[config.mk]
export PLATFORM = sky130hd
export DESIGN_NAME = fetch_unit
export DESIGN_NICKNAME = d
export VERILOG_FILES = /design/src/logic/fetch_geom_pkg.sv /design/src/logic/mem_bus_pkg.sv /design/src/logic/fetch_pc_counter.sv /design/src/logic/icache_lines.sv /design/src/logic/icache_miss_fsm.sv /design/src/logic/fetch_unit.sv
export SDC_FILE = /design/constraint.sdc
export NUM_CORES = 2
export LEC_CHECK = 0
export BUFFER_PORTS_ARGS = -buffer_cell sky130_fd_sc_hd__buf_2
export CORE_MARGIN = 2
export CORE_UTILIZATION = 50
export DETAILED_ROUTE_END_ITERATION = 6
export PLACE_DENSITY_LB_ADDON = 0.1
export SYNTH_ARGS = -nofsm -noshare
export SYNTH_HDL_FRONTEND = slang
export SYNTH_SLANG_ARGS = --single-unit
export TNS_END_PERCENT = 5
[constraint.sdc]
create_clock -name clock -period 16.84 [get_ports clock]
set_clock_uncertainty 0.1 [all_clocks]
set_input_delay 0.842 -clock clock [delete_from_list [all_inputs] [get_ports clock]]
set_output_delay 0.842 -clock clock [all_outputs]
set_load 0.05 [all_outputs]
[src/logic/fetch_geom_pkg.sv]
////////////////////////////////////////////////////////////////////////////
// cache geometry and address layout for the instruction fetch front end
// imported by every RTL module and by the testbench memory model
// a fetch block is 64 bits wide and holds two 32-bit instructions
////////////////////////////////////////////////////////////////////////////

package fetch_geom_pkg;

	////////////////////////////////////////////////////////////////////////////
	// field widths
	////////////////////////////////////////////////////////////////////////////

	// byte address and fetch block
	localparam int addr_bits = 32;
	localparam int block_bits = 64;

	// offset within one block, 8 bytes
	localparam int offset_bits = 3;
	// direct mapped, one block per line
	localparam int index_bits = 5;
	localparam int tag_bits = 8;

	// field positions in a byte address
	localparam int index_lsb = offset_bits;
	localparam int tag_lsb = offset_bits + index_bits;

	////////////////////////////////////////////////////////////////////////////
	// types
	////////////////////////////////////////////////////////////////////////////

	typedef logic [addr_bits-1:0] addr_t;
	typedef logic [block_bits-1:0] block_t;
	// address bits 7:3
	typedef logic [index_bits-1:0] line_index_t;
	// address bits 15:8
	typedef logic [tag_bits-1:0] line_tag_t;

	// number of cache lines
	localparam int num_lines = 1 << index_bits;
	// pc step per accepted block
	localparam addr_t block_bytes = 32'd8;
	// first fetch address out of reset
	localparam addr_t reset_pc = 32'h0000_0000;

endpackage

[src/logic/mem_bus_pkg.sv]
////////////////////////////////////////////////////////////////////////////
// memory bus protocol between the miss controller and main memory
// command out, tag handshake back, data returned later under that tag
////////////////////////////////////////////////////////////////////////////

package mem_bus_pkg;

	////////////////////////////////////////////////////////////////////////////
	// command encoding
	////////////////////////////////////////////////////////////////////////////

	// only loads exist on this side of the core
	typedef enum logic [1:0] {
		cmd_none = 2'h0,
		cmd_load = 2'h1
	} mem_cmd_t;

	////////////////////////////////////////////////////////////////////////////
	// transaction tags
	////////////////////////////////////////////////////////////////////////////

	localparam int tag_bits = 4;

	// response and returning tag share one width
	typedef logic [tag_bits-1:0] mem_tag_t;

	// zero response means the load was refused,
	// zero returning tag means no data this cycle
	localparam mem_tag_t no_tag = '0;

endpackage

[src/logic/fetch_pc_counter.sv]
////////////////////////////////////////////////////////////////////////////
// fetch program counter
// steps one block per accepted hit, holds on stall or miss, and loads an
// aligned target on redirect, which wins over stall
////////////////////////////////////////////////////////////////////////////

`timescale 1ns/1ps

module fetch_pc_counter (
	input logic clock,
	input logic reset,
	// lookup hit for the current pc
	input logic hit,
	// back end full
	input logic stall,
	// flush from the back end
	input logic redirect,
	input fetch_geom_pkg::addr_t redirect_pc,
	output fetch_geom_pkg::addr_t pc
);

	import fetch_geom_pkg::*;

	// redirect target with the byte offset dropped
	addr_t aligned_target;
	// block was handed to the consumer this cycle
	logic accept;

	assign aligned_target = {redirect_pc[addr_bits-1:offset_bits], {offset_bits{1'b0}}};
	assign accept = hit && !stall;

	////////////////////////////////////////////////////////////////////////////
	// pc register
	////////////////////////////////////////////////////////////////////////////

	always_ff @(posedge clock) begin
		if (reset) begin
			pc <= reset_pc;
		end else if (redirect) begin
			// redirect wins even over a stalled hit
			pc <= aligned_target;
		end else if (accept) begin
			pc <= pc + block_bytes;
		end
		// miss or stall, hold
	end

	////////////////////////////////////////////////////////////////////////////
	// checks
	////////////////////////////////////////////////////////////////////////////

	// pc never leaves a block boundary, whatever the redirect source sends
	pc_aligned: assert property (
		@(posedge clock) disable iff (reset)
		pc[offset_bits-1:0] == '0
	) else $error("fetch pc %h not block aligned", pc);

endmodule

[src/logic/icache_lines.sv]
////////////////////////////////////////////////////////////////////////////
// direct mapped instruction cache storage
// combinational lookup port for the fetch pc, clocked fill port from the
// miss controller; a fill evicts whatever line sits at its index
////////////////////////////////////////////////////////////////////////////

`timescale 1ns/1ps

module icache_lines (
	input logic clock,
	input logic reset,
	// read side
	input fetch_geom_pkg::addr_t lookup_addr,
	// write side
	input logic fill_en,
	input fetch_geom_pkg::addr_t fill_addr,
	input fetch_geom_pkg::block_t fill_block,
	output logic hit,
	output fetch_geom_pkg::block_t lookup_block
);

	import fetch_geom_pkg::*;

	// line storage
	block_t data_mem [num_lines];
	line_tag_t tag_mem [num_lines];
	logic [num_lines-1:0] valid_bits;

	// address fields
	line_index_t lookup_index;
	line_tag_t lookup_tag;
	line_index_t fill_index;
	line_tag_t fill_tag;

	assign lookup_index = lookup_addr[index_lsb +: index_bits];
	assign lookup_tag = lookup_addr[tag_lsb +: tag_bits];
	assign fill_index = fill_addr[index_lsb +: index_bits];
	assign fill_tag = fill_addr[tag_lsb +: tag_bits];

	////////////////////////////////////////////////////////////////////////////
	// lookup
	////////////////////////////////////////////////////////////////////////////

	// valid and tag compare, same cycle as the address
	assign hit = valid_bits[lookup_index] && (tag_mem[lookup_index] == lookup_tag);
	// data shown even on a miss, hit qualifies it
	assign lookup_block = data_mem[lookup_index];

	////////////////////////////////////////////////////////////////////////////
	// fill
	////////////////////////////////////////////////////////////////////////////

	// valid bits are the only control state here
	always_ff @(posedge clock) begin
		if (reset) begin
			valid_bits <= '0;
		end else if (fill_en) begin
			valid_bits[fill_index] <= 1'b1;
		end
	end

	// tag and data replaced together
	always_ff @(posedge clock) begin
		if (fill_en) begin
			tag_mem[fill_index] <= fill_tag;
			data_mem[fill_index] <= fill_block;
		end
	end

	////////////////////////////////////////////////////////////////////////////
	// checks
	////////////////////////////////////////////////////////////////////////////

	// the miss controller must come out of reset quiet,
	// or a stale tag match would write a line before valid bits clear
	no_fill_in_reset: assert property (
		@(posedge clock)
		reset |-> !fill_en
	) else $error("cache fill during reset");

endmodule

[src/logic/icache_miss_fsm.sv]
////////////////////////////////////////////////////////////////////////////
// instruction cache miss controller
// issues one load per miss, retries while memory refuses, then waits for
// the returning tag and raises the fill; one miss outstanding at a time
////////////////////////////////////////////////////////////////////////////

`timescale 1ns/1ps

module icache_miss_fsm (
	input logic clock,
	input logic reset,
	// current fetch address and its lookup result
	input fetch_geom_pkg::addr_t lookup_addr,
	input logic hit,
	input logic redirect,
	// memory handshake
	input mem_bus_pkg::mem_tag_t mem_response,
	input mem_bus_pkg::mem_tag_t mem_tag,
	output mem_bus_pkg::mem_cmd_t mem_command,
	output fetch_geom_pkg::addr_t mem_addr,
	// cache write port
	output logic fill_en,
	output fetch_geom_pkg::addr_t fill_addr
);

	import fetch_geom_pkg::*;
	import mem_bus_pkg::*;

	typedef enum logic [1:0] {
		idle,
		request,
		wait_fill
	} miss_state_t;

	miss_state_t state;
	miss_state_t next_state;

	// block address of the outstanding miss
	addr_t miss_addr;
	// tag memory gave back when it took the load
	mem_tag_t miss_tag;

	logic start_miss;
	logic accepted;
	logic tag_match;

	////////////////////////////////////////////////////////////////////////////
	// handshake decode
	////////////////////////////////////////////////////////////////////////////

	// a redirect this cycle means the pc is about to change, skip it
	assign start_miss = (state == idle) && !hit && !redirect;
	// nonzero response names the tag
	assign accepted = (state == request) && (mem_response != no_tag);
	// other tags belong to nobody here
	assign tag_match = (state == wait_fill) && (mem_tag == miss_tag) && (mem_tag != no_tag);

	////////////////////////////////////////////////////////////////////////////
	// state machine
	////////////////////////////////////////////////////////////////////////////

	always_comb begin
		next_state = state;
		case (state)
			idle: begin
				if (start_miss) begin
					next_state = request;
				end
			end
			request: begin
				// refused, try again next cycle
				if (accepted) begin
					next_state = wait_fill;
				end
			end
			wait_fill: begin
				// redirect does not cancel, the fill still lands
				if (tag_match) begin
					next_state = idle;
				end
			end
			default: next_state = idle;
		endcase
	end

	always_ff @(posedge clock) begin
		if (reset) begin
			state <= idle;
		end else begin
			state <= next_state;
		end
	end

	// miss payload, only meaningful outside idle
	always_ff @(posedge clock) begin
		if (start_miss) begin
			miss_addr <= {lookup_addr[addr_bits-1:offset_bits], {offset_bits{1'b0}}};
		end
		if (accepted) begin
			miss_tag <= mem_response;
		end
	end

	////////////////////////////////////////////////////////////////////////////
	// outputs
	////////////////////////////////////////////////////////////////////////////

	// same address held for every retry
	assign mem_command = (state == request) ? cmd_load : cmd_none;
	assign mem_addr = miss_addr;
	assign fill_en = tag_match;
	assign fill_addr = miss_addr;

	////////////////////////////////////////////////////////////////////////////
	// checks
	////////////////////////////////////////////////////////////////////////////

	// a load only follows a detected miss or a refused load
	load_after_miss: assert property (
		@(posedge clock) disable iff (reset)
		mem_command == cmd_load |-> $past(state) inside {idle, request}
	) else $error("load issued without a miss");

	// a fill only follows an accepted request
	fill_after_accept: assert property (
		@(posedge clock) disable iff (reset)
		fill_en |-> state == wait_fill && $past(state) inside {request, wait_fill}
	) else $error("fill without an accepted load");

endmodule

[src/logic/fetch_unit.sv]
////////////////////////////////////////////////////////////////////////////
// instruction fetch front end
// pc counter, cache lines and miss controller joined to the memory bus
// and to the fetch port; the consumer sees one 64-bit block per hit
////////////////////////////////////////////////////////////////////////////

`timescale 1ns/1ps

module fetch_unit (
	input logic clock,
	input logic reset,
	// back end control
	input logic stall,
	input logic redirect,
	input fetch_geom_pkg::addr_t redirect_pc,
	// memory replies
	input mem_bus_pkg::mem_tag_t mem_response,
	input mem_bus_pkg::mem_tag_t mem_tag,
	input fetch_geom_pkg::block_t mem_data,
	// memory requests
	output mem_bus_pkg::mem_cmd_t mem_command,
	output fetch_geom_pkg::addr_t mem_addr,
	// fetch port
	output fetch_geom_pkg::addr_t fetch_pc,
	output fetch_geom_pkg::block_t fetch_block,
	output logic fetch_valid
);

	import fetch_geom_pkg::*;
	import mem_bus_pkg::*;

	// miss controller to cache write port
	logic fill_en;
	addr_t fill_addr;

	// pc steps on hit, so fetch_valid doubles as the hit
	fetch_pc_counter u_pc (
		.clock(clock),
		.reset(reset),
		.hit(fetch_valid),
		.stall(stall),
		.redirect(redirect),
		.redirect_pc(redirect_pc),
		.pc(fetch_pc)
	);

	// fill data straight from the bus
	icache_lines u_lines (
		.clock(clock),
		.reset(reset),
		.lookup_addr(fetch_pc),
		.fill_en(fill_en),
		.fill_addr(fill_addr),
		.fill_block(mem_data),
		.hit(fetch_valid),
		.lookup_block(fetch_block)
	);

	icache_miss_fsm u_miss (
		.clock(clock),
		.reset(reset),
		.lookup_addr(fetch_pc),
		.hit(fetch_valid),
		.redirect(redirect),
		.mem_response(mem_response),
		.mem_tag(mem_tag),
		.mem_command(mem_command),
		.mem_addr(mem_addr),
		.fill_en(fill_en),
		.fill_addr(fill_addr)
	);

	////////////////////////////////////////////////////////////////////////////
	// checks
	////////////////////////////////////////////////////////////////////////////

	// refused load comes back unchanged on the next cycle
	retry_same_addr: assert property (
		@(posedge clock) disable iff (reset)
		mem_command == cmd_load && mem_response == no_tag
		|=> mem_command == cmd_load && $stable(mem_addr)
	) else $error("refused load not repeated at %h", $past(mem_addr));

endmodule

# [Word-level counts from Yosys, hierarchy flattened]
# Memories as Yosys holds them, arrays and structs flattened. A register that Yosys moved wholly into a read port is not among the register bits.
# Cells that the tools add are included.
[word_totals] reg_bits=99 mem_bits_rw=2304 memories=2 in_bits=108
[mem_list] name="u_lines.data_mem" depth=32 width=64 read_ports=1 rd_clocked_by_memory_dff=1 wr=1 line_no="icache_lines.sv:25" text="block_t data_mem [num_lines];"
[mem_list] name="u_lines.tag_mem" depth=32 width=8 read_ports=1 rd_clocked_by_memory_dff=1 wr=1 line_no="icache_lines.sv:26" text="line_tag_t tag_mem [num_lines];"
[op_classes] add_sub_neg=1 order_cmp=3 n_eq_ne=7 n_bitwise=1 reduce_logical=17 muxes=17
[ops] operator="two-way mux 32 bit" count=2
[ops] operator="adder 32 x 4 -> 32 bit (second input constant)" count=1
[ops] operator="OR 32 bit" count=1
[ops] operator="two-way mux 5 bit" count=4
[ops] operator="less-than comparator 5 x 6 -> 1 bit (second input constant)" count=2
[ops] operator="equality test 8 bit" count=1
[ops] operator="logical AND 1 bit" count=8
[ops] operator="nonzero test 4 bit" count=2
[ops] operator="two-way mux 2 bit" count=3
[ops] operator="one-hot mux 2 bit (3 select lines)" count=1
[ops] operator="binary-select mux 1 bit (select 5 bit)" count=1
[ops] operator="demux 1 bit (select 5 bit)" count=1
[ops] operator=">= comparator 5 x 1 -> 1 bit (second input constant)" count=1
[ops] operator="two-way mux 1 bit" count=5
[ops] operator="equality test 4 bit" count=1
[ops] operator="inequality test 2 x 1 -> 1 bit (second input constant)" count=2
[ops] operator="logical NOT 1 bit" count=3
[ops] operator="AND reduction 3 bit" count=1
[ops] operator="equality test 2 x 1 -> 1 bit (second input constant)" count=1
[ops] operator="equality test 2 bit (second input constant)" count=1
[ops] operator="logical NOT 2 bit" count=1
[ops] operator="inequality test 2 bit (second input constant)" count=1
[ops] operator="nonzero test 2 bit" count=1
[ops] operator="OR reduction 2 bit" count=1

# [Logic depth before layout (Yosys ltp)]
[depth] word_depth=8 depth_mapped=14 depth_no_buf=9

# [Hierarchy]
# Synthesis repeated with hierarchy kept, for this count alone.
[unflattened] cells_unflattened=3892 area_unflattened_um2=91974.5
[modules_own_cells] module="icache_lines" cells_per_inst=3596 area_per_inst_um2=88816.4 instances=1 seq_area_each_um2=69827.0
[modules_own_cells] module="fetch_pc_counter" cells_per_inst=204 area_per_inst_um2=1710.4 instances=1 seq_area_each_um2=580.6
[modules_own_cells] module="icache_miss_fsm" cells_per_inst=92 area_per_inst_um2=1447.6 instances=1 seq_area_each_um2=1031.0

# [Worst setup path before layout]
# Ideal clock, no wire load.
[synth_path] path_kind="flip-flop to flip-flop" startpoint="register (tool-made name)" endpoint="register u_miss.miss_addr[10], in the netlist u_miss.fill_addr[10], enable pin" slack_ps=10723 stages_incl_launch_ff=14 setup_ps=489 required_time_ps=16251 arrival_ps=5528 cell_sequence="dfxtp_1 buf_2 clkbuf_1 buf_2 buf_2 mux2i_1 nand3_1 nand4_1 nand4_1 xor2_1 a211oi_1 nand4_1 inv_1 nor4_1"
[synth_rtl] item="end signal: assignment" line_no="icache_miss_fsm.sv:97" text="miss_addr <= {lookup_addr[addr_bits-1:offset_bits], {offset_bits{1'b0}}};"
[synth_rtl] item="end: declaration" line_no="icache_miss_fsm.sv:39" text="addr_t miss_addr;"

==> run metrics <==
Cell variety after synth 69; area fraction in compound gates after synthesis 0.009070; Main synth FF type edfxtp_1; die width 432.6 um; reg-to-reg endpoint u_miss.fill_addr[11]; Post-synth EDFFs 2337; largest net degree at the start of global routing 124; clock root cell clkbuf_16; first-pass GRT wire length 324200 um; die area 187200 um2; Final Hold Viols 0; Starting Density 0.5023; Max VDD drop 0.08640 mV; filler cell count 13430; Worst Hold Path Cells 1; #FFs+latches synth 2405; max_cap viols 0; top post-synthesis cells by count edfxtp_1, mux4_2, nand2_1; vias 43350; GPL Wtd Cong 0.7384; hold buffer count at cts 0; Routed WL 229800 um; Port-buffer cells 228; cell count of the worst reg-to-reg path 12; total track usage 0.2480; CP bufs+invs 4; Skew-Pair Late Insertion Delay 0.86 ns; min cycle time layout 6.897 ns; layout cells sized above 1 0.3112; Pleak 32.04 nW; Wirelength per Cell 32.89 um; IO Pins 239; global route overflow 0; CTS tree built; total CTS buffers 236; Final #Nets 4430; area grow syn2layout 12.75%; synth warn 0; highest clock rate 145.0 MHz; CP endpoint kind output port; vias per std cell 6.205; Core ar. 182900 um2; Post-Synth XOR/XNOR Area 0.0008444; TritonRoute pass-1 iters 7; final core occ 0.5664; R2R Setup Slk 10.60 ns; WP data arrival 5.96 ns; row count 157; power per cell area 119.6 nW/um2; period utilisation layout 0.4096; DR iter-0 viols 5036; CP max stage cell buf_4; setup violators final 0; vias in the first global route 43750; Hold Crit Start mem_response[2]; clk buf depth 3; slowest stage delay, CP 0.74 ns; Fin Hold WS 0.08167 ns; area leader, netlist edfxtp_1; initial antenna violation count 25; family with the most delay on the worst path buffers and inverters; count leader, synth edfxtp_1; Post-Synth Adder-Cell Area 0.0001362; critical path required time 15.90 ns; largest cells by area after synthesis edfxtp_1, mux4_2, dfxtp_1; register area share after synthesis 0.7787; CP Class reg -> out; Synth Area in Simple Gates 0.02220; Avg Inst Size Synth 23.19 um2; Gate Count Post-Synth 3962; CP max FO 105; Clk pin slew, worst setup/hold paths 0.06 ns; Post-CTS Resized 0; hpwl dp 111600 um; worst-margin pin slew 1.355 ns; RSZ-0062 raised after global routing no; main combinational cell family by area after synthesis multiplexers; ys async rst share 0; mux contribution to synthesized area 0.1790; Worst Hold End u_miss.miss_tag[2]; DRC violation count after routing 0; Min-Delay Path Class in -> reg; Syn Std Cell Area 91870 um2; Max Slew Vio Count 0; Die Ht 432.6 um; Relative slew margins 0.09452; cells along the critical path buf_4, buf_12, mux4_2, a22o_1, a31oi_1, a21oi_1, or4_4, a211oi_1, nand4_1, inv_1, buf_2; setup repair bufs after CTS 0; H-Tree Depth 4; setup TNS 0 ns; run status complete, no violations; startpoint types register; Routed Antenna Nets 0; top-area cell type share of the netlist area 0.7639; Crit. path cell count 11; clock sinks 2405
## worst max-delay path by stage
stage | start | endpoint | slack, ns
after floorplan | register | u_miss.fill_addr[10] | 10.72
after global placement | register | u_miss.fill_addr[15] | 10.37
after detailed placement | register | u_miss.fill_addr[15] | 10.35
after CTS | register | fetch_valid | 9.63
after global routing | register | fetch_valid | 9.41
final | register | fetch_valid | 9.94
## logic make-up after synthesis
family	Yosys count
AO/OA/AOI/OAI	104
flip-flops	2405
buffers and inverters	224
multiplexers	784
AND/OR/NAND/NOR	435
other	1
adder cells (fa/ha/maj)	1
XOR/XNOR	8
## layer usage
metal / track usage / wire length, um / up-vias / part of all wire
li1: - / - / 17600 / -
met1: 0.3628 / 96540 / 23700 / 0.42
met2: 0.3932 / 111600 / 1722 / 0.49
met3: 0.04536 / 17040 / 319 / 0.074
met4: 0.05761 / 4514 / 18 / 0.020
met5: 0 / 117 / - / 0.00051
## registers in the layout (all words and copies together) (netlist names), named ones only
name / count
u_lines.data_mem: 2048
u_lines.tag_mem: 256
u_lines.valid_bits: 32
u_miss.fill_addr: 29
u_pc.pc: 29
u_miss.miss_tag: 4
u_miss.state: 2
## power by group
part	total [mW]	leakage, nW	switching [mW]	internal [mW]
registers	6.63	21.6	0.0488	6.58
clock network	4.99	3.54	2.18	2.81
logic	0.766	6.91	0.477	0.289
total	12.4	32.0	2.71	9.68
## worst reg2reg max path: stages (launching register included)
cell,delay [ns]
dfxtp_4,0.65
buf_4,0.75
buf_12,0.58
mux4_2,0.84
mux2_2,0.28
nand3_1,0.08
nand4_1,0.37
xor2_1,0.60
a211oi_1,0.15
nand4_1,0.25
inv_1,0.10
nor4_2,0.69
buf_4,0.47
## layout make-up
type                       count  area (um2)  area share
sequential                  2405       71560      0.6908
multi-input combinational   1339       19680      0.1900
clock buffer                 302        6281     0.06064
tap                         2464        3083     0.02976
timing repair buffer         326        1952     0.01884
clock inverter               133       960.9    0.009277
inverter                      13       56.30   0.0005436
antenna                        5       12.51   0.0001208
## through the flow
stage	instances	instance area (um2)	setup slack (ns)	total power, mW
floorplan	3968	91890	10.72	7.272
global placement	6547	96320	10.37	7.531
detailed placement	6547	96320	10.35	7.538
CTS	6982	103600	9.628	12.49
global route	6983	103600	9.414	12.77
finish	6987	103600	9.943	12.39
## layout by cell type (no fill, tap or decap), drive strengths merged, types with 5 or more instances in the layout
cell     count
nor3        11
o21ai        8
buf        326
mux2i       63
a22oi       15
nand3       35
clkbuf     302
a31oi        7
a311oi      10
mux4       683
or3         17
diode        5
a211oi      10
edfxtp    2337
a21oi       10
nand4       16
mux2        38
a2111oi      6
nor2       118
inv         17
or2          5
or4          8
nor3b        6
nand2      159
nor2b       13
and3        10
dfxtp       68
o211ai       5
o21ba        7
bufinv      13
nand3b       6
nand2b       6
conb         7
nor4        13
a32o        10
clkinv     114
No activity file was read; power rests on OpenSTA's default activity.
